`src/block_ram.sv`:
```
`timescale 1ns/100ps

module block_ram #(
        parameter int addr_width = 4,
        parameter int data_width = 128
) (
        input  logic                  clk,

        input  logic [addr_width-1:0] addr,
        input  logic [0:data_width-1] i_data,
        input  logic                  w_e,

        output logic [0:data_width-1] o_data
);

logic [0:data_width-1] mem [0:2**addr_width-1];

// Read returns the old word on a write cycle.
always_ff @(posedge clk) begin
        if (w_e)
                mem[addr] <= i_data;
        o_data <= mem[addr];
end

endmodule

```
`config.mk`:
```
export PLATFORM = sky130hd
export DESIGN_NAME = block_ram
export DESIGN_NICKNAME = d
export VERILOG_FILES = /design/src/block_ram.sv
export SDC_FILE = /design/constraint.sdc
export NUM_CORES = 2
export LEC_CHECK = 0
export ABC_CLOCK_PERIOD_IN_PS = 13330
export BUFFER_PORTS_ARGS = -buffer_cell sky130_fd_sc_hd__buf_2
export CAP_MARGIN = 0
export CORE_MARGIN = 10
export CORE_UTILIZATION = 55
export CTS_CLUSTER_SIZE = 40
export DETAILED_ROUTE_END_ITERATION = 8
export PLACE_DENSITY = 0.87
export SLEW_MARGIN = 10
export SYNTH_ARGS = -nofsm -noshare
export SYNTH_HDL_FRONTEND = slang
export SYNTH_SLANG_ARGS = --single-unit
```
`constraint.sdc`:
```
create_clock -name clk -period 13.33 [get_ports clk]
set_clock_uncertainty 0.05 [all_clocks]
set_input_delay 2.666 -clock clk [delete_from_list [all_inputs] [get_ports clk]]
set_output_delay 2.666 -clock clk [all_outputs]
set_load 0.05 [all_outputs]
```
* Word level (Yosys, flattened, before mapping)
Memories as Yosys holds them, arrays and structs flattened. A register that Yosys moved wholly into a read port is not among the register bits.
Index checks and enable logic that the tools add are counted.
** Operators by class
- Add/sub/neg operators :: 0
- $mul :: 0
- Div/mod/pow operators :: 0
- $lt $le $gt $ge :: 0
- Equality and inequality tests :: 0
- Shift-type cells :: 0
- Muxes and demuxes :: 2
- Bitwise logic cells :: 0
- Reductions and logical operators :: 0
** Operator list (number)
- $mux 1 :: 2
** Word-level totals
- Register bits after elaboration :: 0
- Bits in latches :: 0
- Memory bits (writable) :: 2048
- Bits in read-only memories :: 0
- Input bits :: 134
- Output and inout port bits :: 128
- Logic and storage cells :: 3
- Memories :: 1
** Memories
- mem :: words 16, width 128, rd ports 1, clocked after memory_dff 1, wr ports 1, RTL line 16 : logic [0:data_width-1] mem [0:2**addr_width-1];

* Longest topological paths before layout
- Depth in word-level cells :: 2
- Gate-level depth with buffers :: 6
- Mapped depth without buffers :: 3

* Worst setup path after synthesis
No wires, ideal clock.
- Path kind :: input-to-reg
- From :: input addr[1]
- To :: memory mem[0][0] (netlist bit), enable pin
- Library setup time :: 0.772 ns
- Arrival time :: 11.882 ns
- Data required time :: 12.508 ns
- Path slack :: 0.625 ns
- Stages :: 4
- Path buffers :: 3
- Cell sequence :: buf_2 > clkbuf_1 > buf_2 > nor3_1
** RTL lines
- start: declaration :: RTL line 9 : input logic [addr_width-1:0] addr,
- end: declaration :: RTL line 16
Straight into the memory's write port.

==> metrics.cfg <==
[cells_and_area]
multiInputGateArea_mm2 = 0.0143
final_cell_area_mm2 = 0.0893
syn_to_final_growth_pct = 12.9
seq_area_mm2 = 0.0641
drive_above_1_share_pct = 29.7
fin_nets = 3765
n_fill_cell = 9051

[synth]
synth-seq-cells = 2176
syn_nets = 3405
syn-cell-area_mm2 = 0.0791
syn_avg_cell_area_um2 = 24.2
synth-seq-area-share_pct = 81.0
synth_cells = 3271
yosysWarnings = 0
ys_types = 20

[floorplan]
die_x_um = 399
io_pins = 262
dieArea_mm2 = 0.159
rows = 139
die_h_um = 399
core_mm2 = 0.143
start_util_pct = 55.2

[timing]
fmax_ghz = 0.144
maxSlewViolCount = 0
finalSetupViolCount = 0
slew_headroom_pct = 18.5
period_share_pct = 52.0
tightest_slew_ns = 1.22
final-hold-violation-count = 0
rsz0062_at_grt = no
tns_ns = 0
period_needed_ns = 6.93

[hold_path]
whs_endpoint = o_data[83]$_DFF_P_
min_path_cells = 3
min_path_type = reg2reg
hold_path_startpoint = mem[6][44]$_DFFE_PP_

[power]
combPwrFrac_pct = 5.7
vdd.ir_drop.worst_mv = 0.146
p_sw_w = 0.00315
powerDensity_mw_per_mm2 = 159
swShare_pct = 22.1
seqPwrFrac_pct = 54.2
p_leak_nw = 28.7
pwr-share-clk_pct = 40.1
power.internal_w = 0.0111

[worst_setup_path]
path_cells = buf_8 -> buf_4 -> buf_4 -> buf_4 -> buf_4 -> mux4_1 -> a22oi_1 -> nand2_1
r2r_end = o_data[124]$_DFF_P_
slowest_delay_ns = 0.90
reg2regPathDepth = 3
cpMostUsedCell = buf_4
endpoint_kind = flip-flop
reg2reg_from = mem[11][3]$_DFFE_PP_
cp_slowest_cell = buf_4
arrival_ns = 7.54
crit_fanout = 57
r2r_slack_ns = 11.75
critPathKind = in2reg
crit_path_start_kind = input port
crit_required_ns = 13.94

[run]
max_cap_viol_count = 0

[clocking]
ctsHoldBuffers = 0
numCtsBuffers = 200
cts_resized = 0
path_clk_slew_ns = 0.06
post-cts-setup-buffers = 0
cts_tree = done
htree_num_levels = 4
cts_buffer_depth = 3
cts.sinks = 2176
root_buffer = clkbuf_16
insertion_delay_ns = 0.84

[routing]
drt_iter0_markers = 4701
wl_met1_um = 66200
route.vias.total = 37300
dr.pass1.iters = 5
drc = 0
drt_wl_total_um = 190000
via_per_inst = 6.51
antenna_left = 0
maxUsedRoutingLayer = met5
met2_length_um = 97400
dr_wl_met3_um = 19600
wl_per_cell_um = 33.1

[placement]
hpwl_um = 89600
placed_cell_area_mm2 = 0.0826
gp_congestion = 0.715
io_buffers = 261

[global_routing]
grt_pass1_wl_um = 273000
grt_pass1_vias = 39200
gr-total-overflow = 0
grt_start_max_net_pins = 129
antenna_found_initial = 54
grtUsageTotal_pct = 23.8

[run_status]
status = complete, no violations

## cell families after synthesis
| group | Yosys count | synth area share (%) |
|---|---|---|
| multiplexers | 512 | 14.7 |
| buffers and inverters | 172 | 1.17 |
| flip-flops | 2176 | 81.0 |
| AND/OR/NAND/NOR | 155 | 0.775 |
| AO/OA/AOI/OAI | 256 | 2.43 |
## per-stage QoR
step	total power (W)	hold WS, ns	setup slack, ns	instances	utilization (%)
floorplan	0.00837	0.585	0.625	3271	-
global placement	0.00862	0.596	5.51	5332	57.7
detailed placement	0.00866	0.606	5.47	5332	57.7
CTS	0.0143	0.585	6.23	5709	62.3
global route	0.0146	0.609	5.83	5724	62.3
finish	0.0142	0.589	6.40	5727	62.3
## power groups by stage
| stage | sequential [W] | clock, W | combinational [W] |
|---|---|---|---|
| 5_1_grt | 0.00772 | 0.00602 | 0.000853 |
| 4_1_cts | 0.00772 | 0.00577 | 0.000814 |
| 3_5_place_dp | 0.00785 | 0 | 0.000803 |
| 6_report | 0.00771 | 0.00570 | 0.000808 |
| 2_1_floorplan | 0.00800 | 0 | 0.000363 |
| 3_3_place_gp | 0.00784 | 0 | 0.000781 |
## area by class of cell
class / count / share of cell area [%]
Antenna cell: 18 / 0.0504
Timing Repair Buffer: 330 / 2.14
Tap cell: 1903 / 2.67
Sequential cell: 2176 / 71.7
Clock buffer: 285 / 6.21
Clock inverter: 92 / 1.21
Multi-Input combinational cell: 923 / 16.0
## routing by layer
metal	global-route usage (%)	vias to the layer above
met3	6.04	401
met4	9.42	46
met2	39.3	2408
li1	-	14800
met1	30.5	19700
met5	0	-
## cells in the mapped netlist (all sizes together)
cell       n  area share [%]
nor2b      2           0.016
and2       1          0.0079
buf      106            0.85
nand2    129            0.61
dfxtp    128             3.2
or3b       1           0.011
mux4     512              15
nor2      13           0.062
edfxtp  2048              78
nand3b     2           0.019
nor3       4           0.025
clkbuf    66            0.31
a22oi    256             2.4
nand3      1          0.0063
nand2b     2           0.016
## state kept, by name, indices dropped and copies added, names as in the netlist
signal and flops:
mem 2048, o_data 128
## worst max-delay path, delay by kind of cell
kind                   cells  cell delay, ns
buffers and inverters      5            3.76
muxes                      1            0.68
AOI/OAI and AO/OA          1            0.21
and+or+nand+nor            1            0.09
## placed cells by master (no fill, tap or decap), types with 3 or more instances in the layout
master,Yosys,routed
edfxtp_1,2048,2048
mux4_2,492,492
buf_2,14,259
a22oi_1,256,256
clkbuf_16,0,200
nand2_1,129,129
dfxtp_1,128,128
buf_4,36,64
clkbuf_1,66,63
clkinv_2,0,34
clkinv_1,0,25
clkbuf_8,0,22
mux4_1,20,20
diode_2,0,18
nor2_4,0,13
clkinv_16,0,12
bufinv_16,0,12
buf_12,0,5
nor3_2,0,4
inv_6,0,3
clkinvlp_4,0,3
## how the worst max path moves through the flow
stage,start,endpoint,slack [ns],depth (start not counted)
6_report,addr[0],o_data[88]$_DFF_P_,6.40,8
5_1_grt,addr[0],o_data[74]$_DFF_P_,5.83,8
4_1_cts,addr[0],o_data[74]$_DFF_P_,6.23,8
3_5_place_dp,addr[0],o_data[88]$_DFF_P_,5.47,8
3_3_place_gp,addr[0],o_data[88]$_DFF_P_,5.51,8
2_1_floorplan,addr[1],mem[0][0]$_DFFE_PP_,0.63,4
Power figures use the tool's default switching activity.
