### src/aes_pkg.sv
package aes_pkg;

localparam int blk_s = 128;
localparam int key_s = 128;
localparam int nr = 10;
localparam int rnd_w = 4;
localparam int cmd_w = 2;

// The fourth code is a no-op.
localparam logic [cmd_w-1:0] cmd_set_key = 2'd0;
localparam logic [cmd_w-1:0] cmd_encrypt = 2'd1;
localparam logic [cmd_w-1:0] cmd_decrypt = 2'd2;

function automatic logic [7:0] xtime(input logic [7:0] a);
        return {a[6:0], 1'b0} ^ (a[7] ? 8'h1b : 8'h00);
endfunction

function automatic logic [7:0] gf_mul(input logic [7:0] a, input logic [7:0] b);
        logic [7:0] p;
        logic [7:0] r;
        p = a;
        r = 8'h00;
        for (int i = 0; i < 8; i++) begin
                if (b[i])
                        r = r ^ p;
                p = xtime(p);
        end
        return r;
endfunction

// Inverse as a^254, so zero maps to zero.
function automatic logic [7:0] gf_inv(input logic [7:0] a);
        logic [7:0] p;
        logic [7:0] r;
        p = a;
        r = 8'h01;
        for (int i = 0; i < 7; i++) begin
                p = gf_mul(p, p);
                r = gf_mul(r, p);
        end
        return r;
endfunction

function automatic logic [7:0] rotl(input logic [7:0] a, input int n);
        return (a << n) | (a >> (8 - n));
endfunction

function automatic logic [7:0] sbox(input logic [7:0] a);
        logic [7:0] b;
        b = gf_inv(a);
        return b ^ rotl(b, 1) ^ rotl(b, 2) ^ rotl(b, 3) ^ rotl(b, 4) ^ 8'h63;
endfunction

function automatic logic [7:0] inv_sbox(input logic [7:0] a);
        return gf_inv(rotl(a, 1) ^ rotl(a, 3) ^ rotl(a, 6) ^ 8'h05); // Undo affine first.
endfunction

function automatic logic [0:31] mix_col(input logic [0:31] w);
        logic [7:0] a0, a1, a2, a3;
        a0 = w[0:7];
        a1 = w[8:15];
        a2 = w[16:23];
        a3 = w[24:31];
        return {xtime(a0) ^ xtime(a1) ^ a1 ^ a2 ^ a3,
                a0 ^ xtime(a1) ^ xtime(a2) ^ a2 ^ a3,
                a0 ^ a1 ^ xtime(a2) ^ xtime(a3) ^ a3,
                xtime(a0) ^ a0 ^ a1 ^ a2 ^ xtime(a3)};
endfunction

// Preconditioned column fed through the forward mix.
function automatic logic [0:31] inv_mix_col(input logic [0:31] w);
        logic [7:0] u, v;
        u = xtime(xtime(w[0:7] ^ w[16:23]));
        v = xtime(xtime(w[8:15] ^ w[24:31]));
        return mix_col({w[0:7] ^ u, w[8:15] ^ v, w[16:23] ^ u, w[24:31] ^ v});
endfunction

endpackage

### src/round_key.sv
`timescale 1ns/100ps

module round_key import aes_pkg::*; (
        input  logic             clk,
        input  logic             reset,
        input  logic             en,

        input  logic [0:key_s-1] key,

        output logic [0:key_s-1] round_key,
        output logic [rnd_w-1:0] round_no,
        output logic             w_e,

        output logic             en_o
);

logic [7:0]       rcon;
logic [0:31]      rot;
logic [0:31]      sub;
logic [0:key_s-1] next_key;

always_comb begin
        rot = {round_key[104:127], round_key[96:103]};          // RotWord of w3.
        sub = {sbox(rot[0:7]), sbox(rot[8:15]), sbox(rot[16:23]), sbox(rot[24:31])};
        sub = sub ^ {rcon, 24'h000000};
        next_key[0:31] = round_key[0:31] ^ sub;
        next_key[32:63] = round_key[32:63] ^ next_key[0:31];
        next_key[64:95] = round_key[64:95] ^ next_key[32:63];
        next_key[96:127] = round_key[96:127] ^ next_key[64:95];
end

// Write strobe stays high through round 10.
always_ff @(posedge clk) begin
        if (reset) begin
                w_e <= 1'b0;
                round_no <= '0;
                en_o <= 1'b0;
        end else begin
                en_o <= w_e && round_no == rnd_w'(nr);
                if (en) begin
                        w_e <= 1'b1;
                        round_no <= '0;
                end else if (w_e) begin
                        if (round_no == rnd_w'(nr))
                                w_e <= 1'b0;
                        else
                                round_no <= round_no + 1'b1;
                end
        end
end

always_ff @(posedge clk) begin
        if (en) begin
                round_key <= key;
                rcon <= 8'h01;
        end else if (w_e && round_no != rnd_w'(nr)) begin
                round_key <= next_key;
                rcon <= xtime(rcon);
        end
end

endmodule

### config.mk
export PLATFORM = sky130hd
export DESIGN_NAME = round_key
export DESIGN_NICKNAME = d
export VERILOG_FILES = /design/src/aes_pkg.sv /design/src/round_key.sv
export SDC_FILE = /design/constraint.sdc
export NUM_CORES = 2
export LEC_CHECK = 0
export ABC_CLOCK_PERIOD_IN_PS = 20300
export BUFFER_PORTS_ARGS = -buffer_cell sky130_fd_sc_hd__buf_2
export CAP_MARGIN = 20
export CORE_UTILIZATION = 43
export CTS_BUF_LIST = sky130_fd_sc_hd__clkbuf_8
export DETAILED_ROUTE_END_ITERATION = 8
export GPL_TIMING_DRIVEN = 1
export HOLD_SLACK_MARGIN = 0.03
export PLACE_DENSITY = 0.68
export RECOVER_POWER = 25
export SLEW_MARGIN = 5
export SYNTH_ARGS = -nofsm -noshare
export SYNTH_HDL_FRONTEND = slang
export SYNTH_SLANG_ARGS = --single-unit
### constraint.sdc
create_clock -name clk -period 20.3 [get_ports clk]
set_clock_uncertainty 0.1 [all_clocks]
set_input_delay 1.015 -clock clk [delete_from_list [all_inputs] [get_ports clk]]
set_output_delay 1.015 -clock clk [all_outputs]
set_load 0.05 [all_outputs]
# [Yosys cells after proc, flatten, opt, wreduce, memory -nomap -nowiden]
# Index checks and enable logic that the tools add are counted.
[word_totals] regBits=142 out_inout_bits=134 elab_cells=1630
[classes] addsub=1 n_eq_ne=2 muxes=818 bitwise_logic=799 n_reduce_logical=5
[ops] cell="two-way mux 8 bit" count=420
[ops] cell="XOR 8 bit" count=380
[ops] cell="XOR 8 x 5 -> 8 bit" count=365
[ops] cell="two-way mux 5 bit" count=369
[ops] cell="two-way mux 128 bit" count=2
[ops] cell="XOR 32 bit" count=5
[ops] cell="bitwise OR 8 x 1 -> 8 bit" count=4
[ops] cell="bitwise OR 8 x 2 -> 8 bit" count=4
[ops] cell="bitwise OR 8 x 3 -> 8 bit" count=4
[ops] cell="bitwise OR 8 x 4 -> 8 bit" count=4
[ops] cell="two-way mux 7 bit" count=4
[ops] cell="inverter 1 bit (first input constant)" count=28
[ops] cell="two-way mux 6 bit" count=4
[ops] cell="two-way mux 4 bit" count=4
[ops] cell="inverter 4 bit" count=4
[ops] cell="two-way mux 3 bit" count=4
[ops] cell="two-way mux 2 bit" count=4
[ops] cell="two-way mux 1 bit" count=7
[ops] cell="adder 4 x 1 -> 4 bit (second input constant)" count=1
[ops] cell="== test 4 bit (second input constant)" count=1
[ops] cell="inequality test 4 bit (second input constant)" count=1
[ops] cell="logical AND 1 bit" count=2
[ops] cell="AND reduction 2 bit" count=1
[ops] cell="nonzero test 2 bit" count=1
[ops] cell="2 further kinds" count=2

# [Logic depth before layout (Yosys ltp)]
[logic_depth] ltp_word=140 depth_mapped=67 depth_no_buf=56

# [Least setup slack after synthesis]
# No wires, ideal clock.
[synth_path] path_type="reg-to-reg" from="register round_key[103] (netlist bit)" to="register round_key[122] (netlist bit), data pin" arrival_time_ps=15251 required_time_ps=19940 setup_slack_ps=4689 stages_incl_launch_ff=60 cell_sequence="edfxtp_1 ha_1 buf_4 nand2_1 xor2_2 inv_1 clkbuf_1 clkbuf_1 buf_1 ha_1 buf_1 nand2_1 xor2_1 xnor2_1 clkinv_1 buf_1 ha_1 inv_1 (+24 left out) nor2_1 xnor3_1 xnor3_2 xnor2_4 xnor2_2 xnor3_1 nor2_1 xnor2_1 mux2i_1 xnor2_1 xnor2_2 xnor2_1 xor2_1 xnor2_1 xor2_1 xor2_1 xnor2_1 mux2_2"
[synth_between] elab_chain_len=137 word_cells_on_any_way=394 cone_classes="198 x mux; 196 x bitwise"
[synth_rtl] item="start: declaration" line="round_key.sv:10" rtl="output logic [0:key_s-1] round_key,"
[synth_rtl] item="start signal: assignment" line="round_key.sv:54" rtl="round_key <= key;"
[synth_rtl] item="start signal: assignment" line="round_key.sv:57" rtl="round_key <= next_key;"
[synth_rtl] item="two-way mux 8 bit" line="aes_pkg.sv:24" rtl="if (b[i])"
[synth_rtl] item="XOR 8 bit" line="aes_pkg.sv:25" rtl="r = r ^ p;"
[synth_rtl] item="two-way mux 8 bit" line="aes_pkg.sv:24"
[synth_rtl] item="XOR 8 bit" line="aes_pkg.sv:25"
[synth_rtl] item="two-way mux 8 bit" line="aes_pkg.sv:24"
[synth_rtl] item="XOR 8 bit" line="aes_pkg.sv:25"
[synth_rtl] item="two-way mux 8 bit" line="aes_pkg.sv:24"
[synth_rtl] item="XOR 8 bit" line="aes_pkg.sv:25"
[synth_rtl] item="(+121 left out)"
[synth_rtl] item="inverter 4 bit (no source line) (*)"
[synth_rtl] item="XOR 32 bit (*)" line="round_key.sv:25" rtl="sub = sub ^ {rcon, 24'h000000};"
[synth_rtl] item="XOR 32 bit (*)" line="round_key.sv:26" rtl="next_key[0:31] = round_key[0:31] ^ sub;"
[synth_rtl] item="XOR 32 bit (*)" line="round_key.sv:27" rtl="next_key[32:63] = round_key[32:63] ^ next_key[0:31];"
[synth_rtl] item="XOR 32 bit (*)" line="round_key.sv:28" rtl="next_key[64:95] = round_key[64:95] ^ next_key[32:63];"
[synth_rtl] item="XOR 32 bit (*)" line="round_key.sv:29" rtl="next_key[96:127] = round_key[96:127] ^ next_key[64:95];"
[synth_rtl] item="two-way mux 128 bit (*)" line="round_key.sv:56" rtl="end else if (w_e && round_no != rnd_w'(nr)) begin"
[synth_rtl] item="two-way mux 128 bit (*)" line="round_key.sv:53" rtl="if (en) begin"
# Every way passes the cells marked *; elsewhere a longest branch is shown, timed or not. The select of a mux whose other input is x is not followed.
# A chain may end at the register's enable or synchronous reset.

# [Worst setup path after layout]
[layout_path] from="register round_key[112] (netlist bit)" to="register round_key[105] (netlist bit), data pin"
[layout_between] elab_chain_len=137 word_cells_on_any_way=397 cone_classes="201 x mux; 196 x bitwise"
[layout_rtl] item="two-way mux 5 bit" line="aes_pkg.sv:15" rtl="return {a[6:0], 1'b0} ^ (a[7] ? 8'h1b : 8'h00);"
[layout_rtl] item="XOR 8 x 5 -> 8 bit" line="aes_pkg.sv:15"
[layout_rtl] item="XOR 8 bit" line="aes_pkg.sv:25"
[layout_rtl] item="two-way mux 8 bit" line="aes_pkg.sv:24"
[layout_rtl] item="XOR 8 bit" line="aes_pkg.sv:25"
[layout_rtl] item="two-way mux 8 bit" line="aes_pkg.sv:24"
[layout_rtl] item="XOR 8 bit" line="aes_pkg.sv:25"
[layout_rtl] item="two-way mux 8 bit" line="aes_pkg.sv:24"
[layout_rtl] item="(+121 left out)"
[layout_rtl] item="inverter 4 bit (no source line) (*)"
[layout_rtl] item="XOR 32 bit (*)" line="round_key.sv:25"
[layout_rtl] item="XOR 32 bit (*)" line="round_key.sv:26"
[layout_rtl] item="XOR 32 bit (*)" line="round_key.sv:27"
[layout_rtl] item="XOR 32 bit (*)" line="round_key.sv:28"
[layout_rtl] item="XOR 32 bit (*)" line="round_key.sv:29"
[layout_rtl] item="two-way mux 128 bit (*)" line="round_key.sv:56"
[layout_rtl] item="two-way mux 128 bit (*)" line="round_key.sv:53"
# Marked as above.

==> flow_summary.rst <==
.. list-table::
   :header-rows: 1

   * - Metric
     - Value
   * - CTS H-Tree Depth
     - 4
   * - Final hold violations
     - 0
   * - Total Negative Setup Slacks
     - 0 ns
   * - Share of cells above drive strength 1
     - 11.23%
   * - Worst hold path class
     - reg2reg
   * - Max Fanout on Critical Path
     - 21
   * - DP HPWL
     - 150700 microns
   * - Setup violators final
     - 0
   * - Clock tree from TritonCTS
     - yes
   * - Area of combinational cells with multiple inputs
     - 57790 sq um
   * - Most common library cell in the layout ignoring fill and taps
     - sky130_fd_sc_hd__xnor2_1
   * - Die height
     - 388.8 microns
   * - #FFs+latches synth
     - 142
   * - Area added between synthesis and finish
     - 6.117%
   * - Number of detailed-route iterations in the first pass
     - 7
   * - Setup Fix Bufs, Post-CTS
     - 0
   * - Highest-delay cell along the critical path
     - sky130_fd_sc_hd__edfxtp_1
   * - Global-route wire length before repair
     - 318600 microns
   * - Leading cell types in the layout, fill and taps excluded
     - sky130_fd_sc_hd__xnor2_1 (1634), sky130_fd_sc_hd__nor2_1 (1052), sky130_fd_sc_hd__nand2_1 (900), sky130_fd_sc_hd__xor2_1 (492), sky130_fd_sc_hd__a21oi_1 (449)
   * - Clk Latency, worst-skew pair
     - 0.59 ns
   * - Setup repair after global routing missed its margin
     - no
   * - Portion of the post-synthesis area used by sequential elements
     - 6.411%
   * - Std-Cell Rows
     - 141
   * - Most numerous cell on the critical path
     - sky130_fd_sc_hd__xnor2_1
   * - Cell count after synthesis
     - 8295
   * - Clock Root Buffer
     - sky130_fd_sc_hd__clkbuf_8
   * - Die outline width
     - 388.8 microns
   * - Total number of nets in the final design
     - 8418
   * - Outcome
     - finished with violations
   * - # resized after CTS
     - 0
   * - Antenna violations before repair
     - 16
   * - Per-cell routed wire length
     - 19.92 microns
   * - EDFF count, synth
     - 128
   * - Layout filler cell count
     - 14740
   * - WP data arrival
     - 19.33 ns
   * - Time the worst path needs with I/O delays and setup
     - 19.15 ns
   * - Worst setup margin
     - 1.151 ns
   * - Reg clk slew, reported paths
     - 0.10 ns
   * - Initial core utilization
     - 43.41%
   * - Crit start category
     - flop
   * - Violations in the final reports
     - max-capacitance violations, max-slew violations
   * - Total placed cells including tap cells
     - 10170
   * - Ports placed on the boundary
     - 265
   * - Proportion of synthesized flip-flops having asynchronous set or reset
     - 0%
   * - Highest Clock Rate
     - 0.05222 GHz
   * - Total number of clock tree sinks
     - 142
   * - Storage element area
     - 4124 sq um
   * - Residual overflow from global routing
     - 0
   * - Vias/cell
     - 5.874
   * - DRC viols
     - 0
   * - Endpoint kind of the worst setup timing path
     - flop
   * - GRT Total Usage
     - 25.80%
   * - Core region area
     - 148200 sq um
   * - Maximum number of pins on one net before global-route repair
     - 83
   * - Number of hold-repair buffers added at the cts stage
     - 0
   * - Vias in the first global route
     - 55810
   * - Max-slew headroom
     - -114.8%
   * - Quantity of I/O buffers inserted on ports
     - 264
   * - Synthesis Warnings
     - 0
   * - Nets in the synthesized netlist
     - 8447
   * - Area of the mapped netlist
     - 64330 sq um
   * - Part of the cycle the worst path needs
     - 94.33%
   * - Required time worst endpoint
     - 20.49 ns
   * - Number of buffers created by CTS
     - 17
   * - WL final
     - 203500 microns
   * - Leading register cell type out of synthesis
     - sky130_fd_sc_hd__edfxtp_1
   * - Count of different cell masters after synthesis
     - 116
   * - Via count
     - 60010
   * - Post-Place Setup Slack
     - 0.9922 ns
   * - Worst setup path category
     - reg2reg
   * - Slew @ Worst Pin
     - 3.221 ns
   * - Delay of the slowest cell on the worst path
     - 0.92 ns
   * - Max Slew Vio Count
     - 88
   * - Die area
     - 151200 sq um
   * - Number of routed nets with antenna violations
     - 0
   * - Number of DRC violations after detailed-routing iteration 0
     - 6270
   * - Max Cap Violations
     - 2
   * - Average footprint of a synthesized cell
     - 7.755 sq um
   * - Deepest clock path buffer count
     - 2
   * - Layout Cells excl Fill
     - 10220
   * - Last weighted congestion value of the routability-driven placer
     - 0.9510
-- logic make-up after synthesis --
logic type	count (synthesis)	synth area share, %
adder cells (fa/ha/maj)	23	0.4396
AO/OA/AOI/OAI	1680	16.62
multiplexers	315	5.244
AND/OR/NAND/NOR	2726	18.33
flip-flops	142	6.411
XOR/XNOR	2746	48.53
buffers and inverters	663	4.421
-- flip-flops by register name (all words and copies together), names as in the netlist --
signal	cells
round_no	4
en_o	1
round_key	128
rcon	8
w_e	1
-- cells in the mapped netlist (22+ instances only) --
cell type | count | share of area [%]
sky130_fd_sc_hd__or2_2 | 24 | 0.23
sky130_fd_sc_hd__xor2_2 | 41 | 1.0
sky130_fd_sc_hd__nor4_1 | 22 | 0.21
sky130_fd_sc_hd__a221oi_1 | 31 | 0.42
sky130_fd_sc_hd__a21oi_1 | 450 | 3.5
sky130_fd_sc_hd__clkbuf_1 | 327 | 1.9
sky130_fd_sc_hd__buf_1 | 49 | 0.29
sky130_fd_sc_hd__nor3_1 | 226 | 1.8
sky130_fd_sc_hd__xnor3_1 | 325 | 11
sky130_fd_sc_hd__xnor2_2 | 106 | 2.7
sky130_fd_sc_hd__a21o_1 | 23 | 0.27
sky130_fd_sc_hd__nor2_1 | 1053 | 6.1
sky130_fd_sc_hd__a31oi_1 | 79 | 0.77
sky130_fd_sc_hd__o22ai_1 | 129 | 1.3
sky130_fd_sc_hd__and3_1 | 27 | 0.26
sky130_fd_sc_hd__inv_1 | 74 | 0.43
sky130_fd_sc_hd__nand2_1 | 900 | 5.3
sky130_fd_sc_hd__or3_1 | 35 | 0.34
sky130_fd_sc_hd__nor3b_1 | 22 | 0.26
sky130_fd_sc_hd__o211ai_1 | 70 | 0.82
sky130_fd_sc_hd__o21ai_1 | 53 | 0.41
sky130_fd_sc_hd__a32oi_1 | 25 | 0.34
sky130_fd_sc_hd__o221ai_1 | 29 | 0.39
sky130_fd_sc_hd__a211oi_1 | 81 | 0.95
sky130_fd_sc_hd__o21ai_0 | 363 | 2.8
sky130_fd_sc_hd__buf_4 | 39 | 0.46
sky130_fd_sc_hd__a22oi_1 | 64 | 0.75
sky130_fd_sc_hd__buf_2 | 149 | 1.2
sky130_fd_sc_hd__o21a_1 | 28 | 0.33
sky130_fd_sc_hd__nand3_1 | 162 | 1.3
sky130_fd_sc_hd__and2_1 | 40 | 0.39
sky130_fd_sc_hd__mux2_2 | 90 | 1.6
sky130_fd_sc_hd__mux2i_1 | 213 | 3.3
sky130_fd_sc_hd__xor3_1 | 39 | 1.4
sky130_fd_sc_hd__nand2b_1 | 56 | 0.54
sky130_fd_sc_hd__nand4_1 | 25 | 0.24
sky130_fd_sc_hd__nor2b_1 | 71 | 0.69
sky130_fd_sc_hd__xor2_1 | 507 | 6.9
sky130_fd_sc_hd__edfxtp_1 | 128 | 6.0
sky130_fd_sc_hd__xnor2_1 | 1669 | 23
-- stage by stage --
stage | hold slack [ns] | instance area, sq um | utilization (%)
after detailed placement | 0.4115 | 67860 | 45.79
final | 0.4357 | 68260 | 46.06
after global placement | 0.4012 | 67850 | 45.78
after CTS | 0.4302 | 68260 | 46.06
after global routing | 0.4638 | 68260 | 46.06
after floorplan | 0.4023 | 64330 | -
-- area by class of cell --
cell class / instances / share of cell area [%]
tap: 1930 / 3.538
sequential: 142 / 6.041
clock inverter: 15 / 0.2364
antenna: 6 / 0.02199
clock buffer: 17 / 0.3428
multi-input combinational: 7490 / 84.65
inverter: 96 / 0.5279
timing repair buffer: 519 / 4.637
-- path summary, 6_finish.rpt --
path                            startpoint                       end  slack [ns]  cells past startpoint
hold / removal    round_no[2]$_SDFFE_PP0P_           en_o$_SDFF_PP0_        0.44                      1
setup reg to reg  round_key[112]$_DFFE_PP_  round_key[105]$_DFFE_PP_        1.15                     51
hold reg to reg   round_no[2]$_SDFFE_PP0P_           en_o$_SDFF_PP0_        0.44                      1
setup / recovery  round_key[112]$_DFFE_PP_  round_key[105]$_DFFE_PP_        1.15                     51
-- layer usage --
layer | wire (microns) | vias up | track usage [%] | share of wire (%)
met4 | 4927 | 10 | 6.568 | 2.4
met2 | 92840 | 2537 | 41.54 | 46
met5 | 59 | - | 0 | 0.029
met3 | 17700 | 335 | 4.705 | 8.7
met1 | 87940 | 28630 | 35.34 | 43
li1 | - | 28500 | - | -
-- worst max-delay path, delay by kind of cell, from the launching register on --
| family | cells | cell delay, ns |
|---|---|---|
| xor+xnor | 34 | 13.52 |
| compound gates | 7 | 1.16 |
| fa+ha+maj | 2 | 1.15 |
| simple gates | 5 | 1.08 |
| flops | 1 | 0.92 |
| mux | 2 | 0.73 |
| buf+inv | 1 | 0.13 |
Power is left out: the tool's default activity adds up to more than one toggle a clock period on the data nets, which glitch-free logic cannot reach.
